$ cat config.mk
export PLATFORM = sky130hd
export DESIGN_NAME = conv_engine_2d
export DESIGN_NICKNAME = d
export VERILOG_FILES = /design/src/logic/conv_ctrl_pkg.sv /design/src/logic/conv_data_pkg.sv /design/src/logic/conv_engine_2d.sv /design/src/logic/frame_controller.sv /design/src/logic/kernel_mac_array.sv /design/src/logic/window_buffer.sv
export VERILOG_INCLUDE_DIRS = /design/src /design/src/include
export SDC_FILE = /design/constraint.sdc
export NUM_CORES = 1
export LEC_CHECK = 0
export ABC_AREA = 1
export BUFFER_PORTS_ARGS = -buffer_cell sky130_fd_sc_hd__buf_4
export CAP_MARGIN = 20
export CORE_UTILIZATION = 63
export CTS_CLUSTER_DIAMETER = 120
export CTS_CLUSTER_SIZE = 20
export DETAILED_ROUTE_END_ITERATION = 16
export GPL_TIMING_DRIVEN = 0
export HOLD_SLACK_MARGIN = 0.1
export PLACE_DENSITY = 0.85
export SYNTH_ARGS = -nofsm -noshare
export SYNTH_HDL_FRONTEND = slang
export SYNTH_HIERARCHICAL = 1
export SYNTH_SLANG_ARGS = --single-unit
export TNS_END_PERCENT = 100
$ cat constraint.sdc
create_clock -name clk -period 1.82 [get_ports clk]
set_input_delay 0.182 -clock clk [delete_from_list [all_inputs] [get_ports clk]]
set_output_delay 0.182 -clock clk [all_outputs]
set_load 0.02 [all_outputs]
$ cat src/include/conv_config.svh
`ifndef CONV_CONFIG_SVH
`define CONV_CONFIG_SVH

// Frame geometry in pixels
`define CONV_IMG_WIDTH 32
`define CONV_IMG_HEIGHT 32

// Side of the square convolution window
`define CONV_KERNEL_SIZE 3

// Clock edges from the edge that accepts a pixel to its valid result.
// One edge for the window register, one for the products and
// three more for the adder tree after the first partial sums
`define CONV_RESULT_LATENCY 5

`endif

$ cat src/logic/conv_ctrl_pkg.sv
`include "conv_config.svh"

package conv_ctrl_pkg;

	typedef logic [$clog2(`CONV_IMG_WIDTH)-1:0] col_t;
	typedef logic [$clog2(`CONV_IMG_HEIGHT)-1:0] row_t;

	// DONE lasts a single cycle before the engine drops back to IDLE
	typedef enum logic [1:0] {
		IDLE,
		PROCESSING,
		DONE
	} frame_state_e;

endpackage

$ cat src/logic/conv_data_pkg.sv
`include "conv_config.svh"

package conv_data_pkg;

	typedef logic [7:0] pixel_t;
	typedef logic signed [7:0] weight_t;

	// Product of a zero-extended pixel and one coefficient
	typedef logic signed [17:0] product_t;

	// Partial sums grow by one bit at each adder tree stage
	typedef logic signed [18:0] stage1_sum_t;
	typedef logic signed [19:0] stage2_sum_t;
	typedef logic signed [20:0] stage3_sum_t;

	typedef logic signed [21:0] result_t;

	// Horizontal Sobel operator, row 0 is the oldest image row
	localparam weight_t sobel_x_kernel [0:`CONV_KERNEL_SIZE-1][0:`CONV_KERNEL_SIZE-1] = '{
		'{8'sd1, 8'sd0, -8'sd1},
		'{8'sd2, 8'sd0, -8'sd2},
		'{8'sd1, 8'sd0, -8'sd1}
	};

endpackage

$ cat src/logic/conv_engine_2d.sv
`timescale 1ns/1ps
`include "conv_config.svh"

module conv_engine_2d (
	input  logic clk,
	input  logic rst,
	input  logic start_signal,
	input  logic pixel_valid,
	input  conv_data_pkg::pixel_t pixel_in,
	output conv_data_pkg::result_t result_out,
	output logic result_valid,
	output logic done_signal
);

	logic pixel_accept;
	logic window_valid;

	conv_data_pkg::pixel_t window_00;
	conv_data_pkg::pixel_t window_01;
	conv_data_pkg::pixel_t window_02;
	conv_data_pkg::pixel_t window_10;
	conv_data_pkg::pixel_t window_11;
	conv_data_pkg::pixel_t window_12;
	conv_data_pkg::pixel_t window_20;
	conv_data_pkg::pixel_t window_21;
	conv_data_pkg::pixel_t window_22;

	frame_controller u_frame_controller (
		.clk          (clk),
		.rst          (rst),
		.start_signal (start_signal),
		.pixel_valid  (pixel_valid),
		.pixel_accept (pixel_accept),
		.window_valid (window_valid),
		.done_signal  (done_signal)
	);

	window_buffer u_window_buffer (
		.clk          (clk),
		.rst          (rst),
		.pixel_accept (pixel_accept),
		.pixel_in     (pixel_in),
		.window_00    (window_00),
		.window_01    (window_01),
		.window_02    (window_02),
		.window_10    (window_10),
		.window_11    (window_11),
		.window_12    (window_12),
		.window_20    (window_20),
		.window_21    (window_21),
		.window_22    (window_22)
	);

	kernel_mac_array u_kernel_mac_array (
		.clk          (clk),
		.rst          (rst),
		.window_valid (window_valid),
		.window_00    (window_00),
		.window_01    (window_01),
		.window_02    (window_02),
		.window_10    (window_10),
		.window_11    (window_11),
		.window_12    (window_12),
		.window_20    (window_20),
		.window_21    (window_21),
		.window_22    (window_22),
		.result_out   (result_out),
		.result_valid (result_valid)
	);

endmodule

$ cat src/logic/frame_controller.sv
`timescale 1ns/1ps
`include "conv_config.svh"

module frame_controller (
	input  logic clk,
	input  logic rst,
	input  logic start_signal,
	input  logic pixel_valid,
	output logic pixel_accept,
	output logic window_valid,
	output logic done_signal
);

	localparam conv_ctrl_pkg::col_t LAST_COL = conv_ctrl_pkg::col_t'(`CONV_IMG_WIDTH - 1);
	localparam conv_ctrl_pkg::row_t LAST_ROW = conv_ctrl_pkg::row_t'(`CONV_IMG_HEIGHT - 1);
	localparam conv_ctrl_pkg::col_t FIRST_COL = conv_ctrl_pkg::col_t'(`CONV_KERNEL_SIZE - 1);
	localparam conv_ctrl_pkg::row_t FIRST_ROW = conv_ctrl_pkg::row_t'(`CONV_KERNEL_SIZE - 1);

	conv_ctrl_pkg::frame_state_e state;
	conv_ctrl_pkg::frame_state_e next_state;
	conv_ctrl_pkg::col_t col;
	conv_ctrl_pkg::row_t row;

	logic last_pixel;

	assign pixel_accept = pixel_valid && (state == conv_ctrl_pkg::PROCESSING);
	assign last_pixel = (col == LAST_COL) && (row == LAST_ROW);

	always_comb begin
		next_state = state;
		case (state)
			conv_ctrl_pkg::IDLE: if (start_signal) next_state = conv_ctrl_pkg::PROCESSING;
			conv_ctrl_pkg::PROCESSING: if (pixel_accept && last_pixel) next_state = conv_ctrl_pkg::DONE;
			conv_ctrl_pkg::DONE: next_state = conv_ctrl_pkg::IDLE;
			default: next_state = conv_ctrl_pkg::IDLE;
		endcase
	end

	always_ff @(posedge clk) begin
		if (rst) begin
			state <= conv_ctrl_pkg::IDLE;
			col <= '0;
			row <= '0;
			window_valid <= 1'b0;
		end else begin
			state <= next_state;
			// A window is complete once two full rows and two columns are in
			window_valid <= pixel_accept && (col >= FIRST_COL) && (row >= FIRST_ROW);
			if (state == conv_ctrl_pkg::IDLE) begin
				col <= '0;
				row <= '0;
			end else if (pixel_accept) begin
				if (col == LAST_COL) begin
					col <= '0;
					row <= row + 1'b1;
				end else begin
					col <= col + 1'b1;
				end
			end
		end
	end

	assign done_signal = (state == conv_ctrl_pkg::DONE);

endmodule

$ cat src/logic/kernel_mac_array.sv
`timescale 1ns/1ps
`include "conv_config.svh"

module kernel_mac_array (
	input  logic clk,
	input  logic rst,
	input  logic window_valid,
	input  conv_data_pkg::pixel_t window_00,
	input  conv_data_pkg::pixel_t window_01,
	input  conv_data_pkg::pixel_t window_02,
	input  conv_data_pkg::pixel_t window_10,
	input  conv_data_pkg::pixel_t window_11,
	input  conv_data_pkg::pixel_t window_12,
	input  conv_data_pkg::pixel_t window_20,
	input  conv_data_pkg::pixel_t window_21,
	input  conv_data_pkg::pixel_t window_22,
	output conv_data_pkg::result_t result_out,
	output logic result_valid
);

	localparam int K = `CONV_KERNEL_SIZE;
	localparam int TAPS = K * K;
	localparam int LAT = `CONV_RESULT_LATENCY;

	conv_data_pkg::pixel_t win [0:K-1][0:K-1];

	// Products are kept flat in row-major tap order
	conv_data_pkg::product_t prod [0:TAPS-1];

	conv_data_pkg::stage1_sum_t sum1 [0:4];
	conv_data_pkg::stage2_sum_t sum2 [0:2];
	conv_data_pkg::stage3_sum_t sum3 [0:1];
	conv_data_pkg::result_t sum_final;

	logic [LAT-1:0] valid_pipe;

	assign win = '{
		'{window_00, window_01, window_02},
		'{window_10, window_11, window_12},
		'{window_20, window_21, window_22}
	};

	// Pixels are unsigned, so the cast to the signed product type zero-extends them
	always_ff @(posedge clk) begin
		for (int r = 0; r < K; r++) begin
			for (int c = 0; c < K; c++) begin
				prod[r*K+c] <= conv_data_pkg::product_t'(win[r][c])
					* conv_data_pkg::product_t'(conv_data_pkg::sobel_x_kernel[r][c]);
			end
		end
	end

	// Nine products reduce as 5, 3, 2 and then 1 partial sums
	always_ff @(posedge clk) begin
		for (int i = 0; i < 4; i++) begin
			sum1[i] <= conv_data_pkg::stage1_sum_t'(prod[2*i])
				+ conv_data_pkg::stage1_sum_t'(prod[2*i+1]);
		end
		sum1[4] <= conv_data_pkg::stage1_sum_t'(prod[8]);

		sum2[0] <= conv_data_pkg::stage2_sum_t'(sum1[0])
			+ conv_data_pkg::stage2_sum_t'(sum1[1]);
		sum2[1] <= conv_data_pkg::stage2_sum_t'(sum1[2])
			+ conv_data_pkg::stage2_sum_t'(sum1[3]);
		sum2[2] <= conv_data_pkg::stage2_sum_t'(sum1[4]);

		sum3[0] <= conv_data_pkg::stage3_sum_t'(sum2[0])
			+ conv_data_pkg::stage3_sum_t'(sum2[1]);
		sum3[1] <= conv_data_pkg::stage3_sum_t'(sum2[2]);

		sum_final <= conv_data_pkg::result_t'(sum3[0])
			+ conv_data_pkg::result_t'(sum3[1]);
	end

	// The tag walks alongside the data, one bit per registered stage
	always_ff @(posedge clk) begin
		if (rst) begin
			valid_pipe <= '0;
		end else begin
			valid_pipe <= {valid_pipe[LAT-2:0], window_valid};
		end
	end

	assign result_out = sum_final;
	assign result_valid = valid_pipe[LAT-1];

endmodule

$ cat src/logic/window_buffer.sv
`timescale 1ns/1ps
`include "conv_config.svh"

module window_buffer (
	input  logic clk,
	input  logic rst,
	input  logic pixel_accept,
	input  conv_data_pkg::pixel_t pixel_in,
	output conv_data_pkg::pixel_t window_00,
	output conv_data_pkg::pixel_t window_01,
	output conv_data_pkg::pixel_t window_02,
	output conv_data_pkg::pixel_t window_10,
	output conv_data_pkg::pixel_t window_11,
	output conv_data_pkg::pixel_t window_12,
	output conv_data_pkg::pixel_t window_20,
	output conv_data_pkg::pixel_t window_21,
	output conv_data_pkg::pixel_t window_22
);

	localparam int W = `CONV_IMG_WIDTH;
	localparam int K = `CONV_KERNEL_SIZE;

	// Entry i of a line holds the pixel accepted i+1 pixels before it
	conv_data_pkg::pixel_t line_one [0:W-1];
	conv_data_pkg::pixel_t line_two [0:W-1];
	conv_data_pkg::pixel_t win [0:K-1][0:K-1];

	always_ff @(posedge clk) begin
		if (rst) begin
			line_one <= '{default: '0};
			line_two <= '{default: '0};
			win <= '{default: '0};
		end else if (pixel_accept) begin
			// Line two continues where line one ends, so its tail is two rows up
			line_one[0] <= pixel_in;
			line_two[0] <= line_one[W-1];
			for (int i = 1; i < W; i++) begin
				line_one[i] <= line_one[i-1];
				line_two[i] <= line_two[i-1];
			end

			for (int r = 0; r < K; r++) begin
				for (int c = 0; c < K - 1; c++) begin
					win[r][c] <= win[r][c+1];
				end
			end

			// Newest column enters on the right
			win[0][K-1] <= line_two[W-1];
			win[1][K-1] <= line_one[W-1];
			win[2][K-1] <= pixel_in;
		end
	end

	assign window_00 = win[0][0];
	assign window_01 = win[0][1];
	assign window_02 = win[0][2];
	assign window_10 = win[1][0];
	assign window_11 = win[1][1];
	assign window_12 = win[1][2];
	assign window_20 = win[2][0];
	assign window_21 = win[2][1];
	assign window_22 = win[2][2];

endmodule

==> results of run 1 <==
==> critical path, stage by stage (launching register included) <==
cell and delay, ns:
dfxtp_2 0.35, ha_4 0.13, inv_2 0.04, fa_2 0.37
inv_2 0.08, nand3_4 0.09, nor2_4 0.13, nor2_2 0.05
or2_1 0.23, nand3_1 0.08, nand2_1 0.08
==> how the worst min path moves through the flow <==
stage                                         from                             end  slack [ns]
global placement    u_kernel_mac_array/prod[0][65]  u_kernel_mac_array/sum1[0][82]        0.31
CTS                  u_kernel_mac_array/prod[0][0]   u_kernel_mac_array/sum1[0][0]        0.32
floorplan                                      rst     u_frame_controller/state[0]        0.25
global route         u_kernel_mac_array/prod[0][0]   u_kernel_mac_array/sum1[0][0]        0.33
detailed placement   u_kernel_mac_array/prod[0][0]   u_kernel_mac_array/sum1[0][0]        0.31
finish               u_kernel_mac_array/prod[0][0]   u_kernel_mac_array/sum1[0][0]        0.32
==> registers in the layout, indices dropped and copies added (netlist names), 22 cells and up <==
register and count:
u_kernel_mac_array/sum2 55, u_window_buffer/line_one 240, u_kernel_mac_array/prod 69, u_kernel_mac_array/result_out 22, u_kernel_mac_array/sum1 65, u_kernel_mac_array/sum3 36
u_window_buffer/line_two 232
==> layer usage <==
metal  up-vias  routed length, um
li1      13864                  -
met1     11406              26700
met3        83               2050
met4         0               1190
met2       324              28300
met5         -                  0
==> layout make-up <==
| cell class | count | area [um^2] |
|---|---|---|
| Buffer | 209 | 1120 |
| Clock inverter | 2 | 25.0 |
| Clock buffer | 49 | 1230 |
| Inverter | 726 | 2730 |
| Fill cell | 4256 | 16000 |
| Timing Repair Buffer | 51 | 410 |
| Multi-Input combinational cell | 2996 | 12900 |
| Tap cell | 680 | 851 |
| Sequential cell | 801 | 16000 |
==> stage by stage <==
| step | setup WS [ns] | hold slack [ns] | utilization |
|---|---|---|---|
| floorplan | 0.152 | 0.251 | - |
| global placement | -0.0619 | 0.310 | 0.659 |
| detailed placement | -0.0850 | 0.312 | 0.659 |
| CTS | 0.0131 | 0.325 | 0.686 |
| global route | -0.00937 | 0.328 | 0.688 |
| finish | 0.0808 | 0.323 | 0.688 |
==> report_power, final <==
| group | leakage, nW | internal (mW) | switching, mW |
|---|---|---|---|
| Sequential | 6.60 | 19.8 | 1.00 |
| Combinational | 9.32 | 3.98 | 6.82 |
| Clock | 0.615 | 4.79 | 5.43 |
| Total | 16.5 | 28.6 | 13.3 |
==> repair_timing <==
item                                    4_1_cts  5_1_grt
endpoints found under the setup margin      474      171
endpoints found under the hold margin        26        0
pin swaps                                     1        9
gates resized for setup                       7       21
buffers inserted                              0        5
hold buffers                                 11        0
==> results.cfg, run 1 <==
[timing]
setup_viol = 0
grt_setup_unrepaired = yes
max_freq_mhz = 575
setup-tns-final_ns = 0
maxSlewViolCount = 0
slew_headroom = 0.659
period_minus_slack_ns = 1.74
finalCritPeriodShare = 0.956
finalHoldViolCount = 0
worst_pin_slew_ns = 0.511
clock_skew_ns = 0.0139

[run]
drv_cap = 0

[clock_tree]
clkLatencyLatePin_ns = 0.60
tritoncts = yes
path_clk_slew_ns = 0.08
cts_buffers = 46
clock-sinks = 801
cts.path.max_buffers = 3
ctsHtreeMaxLevel = 2
cts_root_buf = clkbuf_16

[finish]
diodes = 0
final_net_count = 4924
final_cells = 5514
final_cell_mix = nand2_1 (1469), nor2_1 (1160), dfxtp_1 (798)
area_growth_pct = 7.97
final_common_cell = nand2_1
drive_gt1_frac = 0.0662
fin_area_mm2 = 0.0353

[worst_setup_path]
r2r-start = u_kernel_mac_array/sum3[0][21]
end_kind = flop
critPathCapture = u_kernel_mac_array/result_out[14]
ff2ff_setup_slack_ns = 0.08
critPathArrivalTime_ns = 2.21
worstPathRequired_ns = 2.30
timing.rr.end = u_kernel_mac_array/result_out[14]
startpoint = u_kernel_mac_array/sum3[0][21]
startpoint_type = flop
worstPathMaxFanout = 2
rr_worst_depth = 10
critPathKind = reg2reg

[die]
start_util = 0.637
num_io_pins = 36
design.core.area_mm2 = 0.0513
fp.dieArea_mm2 = 0.0528
fp-row-count = 83
die_y_um = 230
die_w_um = 230

[hold_path]
hold_depth = 0
hold_path_class = reg2reg

[global_routing]
globalRouteMet1Util = 0.276
grt_pass1_wl_um = 102000
antenna_found_initial = 1
met3_usage = 0.0243
grt_overflow_total = 0
use_met2 = 0.407
track_usage = 0.223
grt_max_degree = 21
grt_pass1_vias = 23609
gr-max-usage-layer = met2

[power_and_ir_drop]
leakagePower_nw = 16.5
peakVddDrop_mv = 0.743
fin_total_pwr_mw = 41.8
p_per_area_mw_per_mm2 = 1190

[drt]
vias_per_cell = 4.66
routed_wl_um = 58300
vias = 25677
first_iter_violations = 1444
firstDrtPassIters = 5
wire_per_inst_um = 10.6
drc = 0
final_antenna_net_count = 0

[placement]
dp_cells = 5448
io_buffers = 35
hpwlAfterDp_um = 41400
dpl_cell_area_mm2 = 0.0338
place_congestion = 0.929

[logic_synthesis]
syn-num-nets = 4826
syn_area_mm2 = 0.0327
yosysWarnings = 6
avgSynthCellArea_um2 = 6.91
synthCells = 4733

[outcome]
status = complete, no violations
Note: power is estimated with default switching activity, not from simulation.
==> inputs of run 2 (changes only) <==
Settings changed: REMOVE_ABC_BUFFERS set to 1, SKIP_LAST_GASP set to 1.
==> run 2 against run 1 <==
Against the previous run:
- combinational power about the same
- via count down 1.7%
- critical path type unchanged
- non-clock buffer count fell by 176
- final area is 0.61% lower
- clock skew up 0.0056 ns
==> results.cfg, run 2 (synthesis results as in run 1) <==
[outcome]
status = complete, no violations

[placement]
dp_cells = 5246
post-place-ws_ns = -1.90
hpwlAfterDp_um = 33600
io_buffers = 35
place_congestion = 0.924

[timing]
layout_setup_ws_ns = 0.0483
worst_pin_slew_ns = 0.405
slew_headroom = 0.729
finalCritPeriodShare = 0.973
setup-tns-final_ns = 0
clock_skew_ns = 0.0195
setup_viol = 0
finalHoldViolCount = 0
max_freq_mhz = 564
maxSlewViolCount = 0
grt_setup_unrepaired = yes
period_minus_slack_ns = 1.77

[clock_tree]
clkLatencyLatePin_ns = 0.61
cts.path.max_buffers = 3
ctsHtreeMaxLevel = 2
cts_root_buf = clkbuf_16
cts_buffers = 46
clock-sinks = 801
tritoncts = yes
path_clk_slew_ns = 0.08

[finish]
top_regs = u_window_buffer/line_one (240), u_window_buffer/line_two (232), u_kernel_mac_array/prod (69)
drive_gt1_frac = 0.0408
final_cell_mix = nand2_1 (1470), nor2_1 (1159), dfxtp_1 (796)
final_cells = 5341
regMostFlops = u_window_buffer/line_one
area_growth_pct = 7.31
diodes = 0
final_net_count = 4752
final_common_cell = nand2_1
largest_reg_flops = 240

[die]
fp-row-count = 83
design.core.area_mm2 = 0.0513
fp.dieArea_mm2 = 0.0528
die_w_um = 230
die_y_um = 230
num_io_pins = 36
start_util = 0.637

[drt]
drc = 0
routed_wl_um = 62400
vias_per_cell = 4.73
vias = 25237
final_antenna_net_count = 0
first_iter_violations = 1848
firstDrtPassIters = 5
wire_per_inst_um = 11.7

[global_routing]
grt_overflow_total = 0
grt_max_degree = 111
antenna_found_initial = 0
grt_pass1_vias = 22972
grt_pass1_wl_um = 103000
track_usage = 0.229

[run]
drv_cap = 0

[power_and_ir_drop]
leakagePower_nw = 16.1
fin_total_pwr_mw = 41.9
peakVddDrop_mv = 0.671
p_per_area_mw_per_mm2 = 1190

[worst_setup_path]
rr_worst_depth = 9
worstPathRequired_ns = 2.35
worstPathMaxFanout = 31
startpoint = u_frame_controller/state[1]
critPathCapture = u_window_buffer/line_one[224]
critPathKind = reg2reg
ff2ff_setup_slack_ns = 0.05
startpoint_type = flop
r2r-start = u_frame_controller/state[1]
timing.rr.end = u_window_buffer/line_one[224]
critPathArrivalTime_ns = 2.30
end_kind = flop

[hold_path]
hold_path_class = in2reg
run 2: changes by cell type in the layout (fill, tap and decap cells not counted), sizes merged:
cell,before,now
buf,221,60
clkbuf,77,51
bufbuf,0,10
inv,725,728
clkinv,3,4
run 2: where the power goes:
group          switching (mW)  internal [mW]
sequential               1.04           19.8
combinational            6.86           4.00
clock                    5.51           4.63
run 2: metal layers:
metal / global-route usage / vias up / part of all wire
met5: 0 / - / 0
met4: 0.0731 / 0 / 0.025
met3: 0.0226 / 99 / 0.032
met2: 0.418 / 374 / 0.49
met1: 0.283 / 11255 / 0.46
li1: - / 13509 / -
run 2: cell type report:
type / instances / area (um^2)
Fill cell: 4165 / 16200
Sequential cell: 801 / 16000
Tap cell: 680 / 851
Clock inverter: 2 / 28.8
Inverter: 726 / 2760
Timing Repair Buffer: 84 / 1260
Clock buffer: 48 / 1180
Timing Repair inverter: 4 / 63.8
Multi-Input combinational cell: 2996 / 12900
run 2: metrics by stage:
stage               hold slack (ns)   util  cell area [um^2]
detailed placement            0.312  0.642             32900
CTS                           0.175  0.680             34900
finish                        0.179  0.684             35100
global placement              0.310  0.637             32700
floorplan                     0.251      -             31600
global route                  0.224  0.684             35100
run 2: what timing repair did:
| action | CTS | global route |
|---|---|---|
| buffers inserted | 2 | 8 |
| pin swaps | 3 | 5 |
| endpoints found under the setup margin | 440 | 196 |
| gates resized for setup | 16 | 19 |
| cloned | 20 | 4 |
| endpoints found under the hold margin | 26 | 0 |
| hold buffers | 11 | 0 |
run 2: worst max-delay path: stages (launching register included):
cell and delay, ns:
dfxtp_2 0.38, inv_2 0.06, nand3_4 0.17, clkinv_16 0.12, buf_16 0.19, buf_16 0.19
buf_16 0.19, nand2_1 0.08, nand2_1 0.08, nor2_1 0.17
run 2: worst min-delay path by stage:
stage / startpoint / to / slack, ns / cells after the start
after floorplan: rst / u_frame_controller/state[0] / 0.25 / 1
after CTS: rst / u_window_buffer/line_two[122] / 0.18 / 4
after detailed placement: u_kernel_mac_array/prod[0][39] / u_kernel_mac_array/sum1[0][44] / 0.31 / 0
after global routing: rst / u_window_buffer/line_two[106] / 0.22 / 4
after global placement: u_kernel_mac_array/sum1[0][91] / u_kernel_mac_array/sum2[0][55] / 0.31 / 0
final: rst / u_window_buffer/line_two[122] / 0.18 / 4
==> inputs of run 3 (changes only) <==
Settings changed: BUFFER_PORTS_ARGS -buffer_cell sky130_fd_sc_hd__buf_4 to unset, CORE_UTILIZATION 63 to 25, DONT_BUFFER_PORTS set to 1, PLACE_DENSITY 0.85 to 0.43, RECOVER_POWER set to 100.
==> run 3 against run 2 <==
Against the previous run:
- via count down 3.4%
- setup slack better by 0.024 ns
- clock power up 4%
- critical path depth unchanged
- maximum frequency up 1.4%
- final area up 4.0%
- non-clock buffer count unchanged
- critical endpoint is now u_kernel_mac_array/sum3[0][20]
==> results.cfg, run 3 (synthesis results as in run 1) <==
[outcome]
status = complete, no violations

[drt]
drc = 0
wire_per_inst_um = 10.6
routed_wl_um = 67800
final_antenna_net_count = 0
vias_per_cell = 3.81
firstDrtPassIters = 5
vias = 24381
first_iter_violations = 1260

[finish]
final_common_cell = nand2_1
diodes = 0
regMostFlops = u_window_buffer/line_one
fill_cells = 14263
final_cell_mix = nand2_1 (1468), nor2_1 (1158), dfxtp_1 (797)
area_growth_pct = 11.6
register_area_mm2 = 0.0160
fin_area_mm2 = 0.0365
final_net_count = 4750
top_regs = u_window_buffer/line_one (240), u_window_buffer/line_two (232), u_kernel_mac_array/prod (69)
multi_input_area_mm2 = 0.0128
largest_reg_flops = 240
drive_gt1_frac = 0.0337

[clock_tree]
path_clk_slew_ns = 0.09
ctsHtreeMaxLevel = 2
tritoncts = yes
cts_buffers = 46
clkLatencyLatePin_ns = 0.63
cts_root_buf = clkbuf_16
cts.path.max_buffers = 3
clock-sinks = 801

[die]
start_util = 0.252
die_w_um = 364
fp.dieArea_mm2 = 0.132
die_y_um = 364
num_io_pins = 36
fp-row-count = 132
design.core.area_mm2 = 0.130

[global_routing]
grt_pass1_vias = 22286
globalRouteMet1Util = 0.135
grt_max_degree = 169
use_met2 = 0.168
met3_usage = 0.0148
grt_pass1_wl_um = 112000
track_usage = 0.100
grt_overflow_total = 0
antenna_found_initial = 0
gr-max-usage-layer = met2

[worst_setup_path]
path_buf_inv = 1
end_kind = flop
crit_chain = ha_1 -> fa_2 -> nand3_1 -> nand3_2 -> buf_4 -> nand3_1 -> nand3_1 -> nand2_1 -> nand2_1
critPathSlowestCell = fa_2
max_stage_delay_ns = 0.39
startpoint_type = flop
critPathTopFamily = adder cells
worstPathMaxFanout = 4
worstPathRequired_ns = 2.33
critPathArrivalTime_ns = 2.26
cp_common_cell = nand3_1
critPathKind = reg2reg

[timing]
grt_setup_unrepaired = yes
clock_skew_ns = 0.0388
worst_pin_slew_ns = 0.758
setup_viol = 0
maxSlewViolCount = 0
finalCritPeriodShare = 0.960
finalHoldViolCount = 0
slew_headroom = 0.493
layout_setup_ws_ns = 0.0721
max_freq_mhz = 572
timing.hold.ws_ns = 0.165
period_minus_slack_ns = 1.75

[power_and_ir_drop]
p_per_area_mw_per_mm2 = 1150
leakagePower_nw = 16.0
peakVddDrop_mv = 0.584

[placement]
place_congestion = 0.766
dpl_cell_area_mm2 = 0.0340
post-place-ws_ns = -1.63
hpwlAfterDp_um = 37300
io_buffers = 0

[run]
drv_cap = 0

[hold_path]
hold_path_class = in2reg
-- run 3: changes by cell type in the layout (fill, tap and decap cells not counted), sizes merged --
cell / delta
buf: -29
dlygate4sd3: +29
bufbuf: -3
clkinv: +3
inv: -3
clkbuf: +1
dlymetal6s4s: +1
-- run 3: worst paths after layout --
| check | start | end | slack (ns) | depth (start not counted) |
|---|---|---|---|---|
| worst max-delay path | u_kernel_mac_array/sum2[0][0] | u_kernel_mac_array/sum3[0][20] | 0.07 | 9 |
| worst max register to register | u_kernel_mac_array/sum2[0][0] | u_kernel_mac_array/sum3[0][20] | 0.07 | 9 |
| worst min register to register | u_kernel_mac_array/prod[0][51] | u_kernel_mac_array/sum1[0][57] | 0.32 | 0 |
| worst min-delay path | rst | u_kernel_mac_array/valid_pipe[3] | 0.17 | 2 |
-- run 3: repair_timing --
action	in CTS	in global routing
setup endpoints to repair	502	256
pin swaps	3	4
hold endpoints to repair	60	72
gates resized for setup	16	21
cloned	16	6
hold buffers	38	6
setup buffers	3	7
-- run 3: final cells by class --
type | count | area share
Timing Repair inverter | 2 | 0.000892
Clock buffer | 47 | 0.0319
Clock inverter | 4 | 0.00168
Tap cell | 1742 | 0.0597
Multi-Input combinational cell | 2996 | 0.352
Sequential cell | 801 | 0.440
Inverter | 726 | 0.0756
Timing Repair Buffer | 84 | 0.0383
-- run 3: worst reg2reg max path, cell delays in order (launching register included) --
cell     delay, ns
dfxtp_1       0.33
ha_1          0.26
fa_2          0.39
nand3_1       0.10
nand3_2       0.11
buf_4         0.16
nand3_1       0.11
nand3_1       0.09
nand2_1       0.06
nand2_1       0.05
-- run 3: layer usage --
metal,wire length (um),part of all wire,vias up
li1,-,-,13521
met1,34500,0.51,10643
met3,1760,0.026,60
met4,1060,0.016,0
met5,0,0,-
met2,30400,0.45,157
-- run 3: per-stage QoR --
stage	TNS, ns	utilization	cells	power [mW]
after floorplan	-3908.55	-	4523	30.3
after global placement	-7470.46	0.260	6265	34.1
after detailed placement	-401.21	0.263	6275	31.6
after CTS	-0.611	0.279	6383	42.8
after global routing	-2.67	0.281	6402	45.3
final	0	0.281	6402	41.9
-- run 3: power breakdown --
group	internal [mW]	leakage [nW]	total [mW]	switching [mW]
Sequential	19.8	6.60	21.2	1.34
Clock	4.61	0.602	10.5	5.85
Combinational	3.76	8.82	10.3	6.55
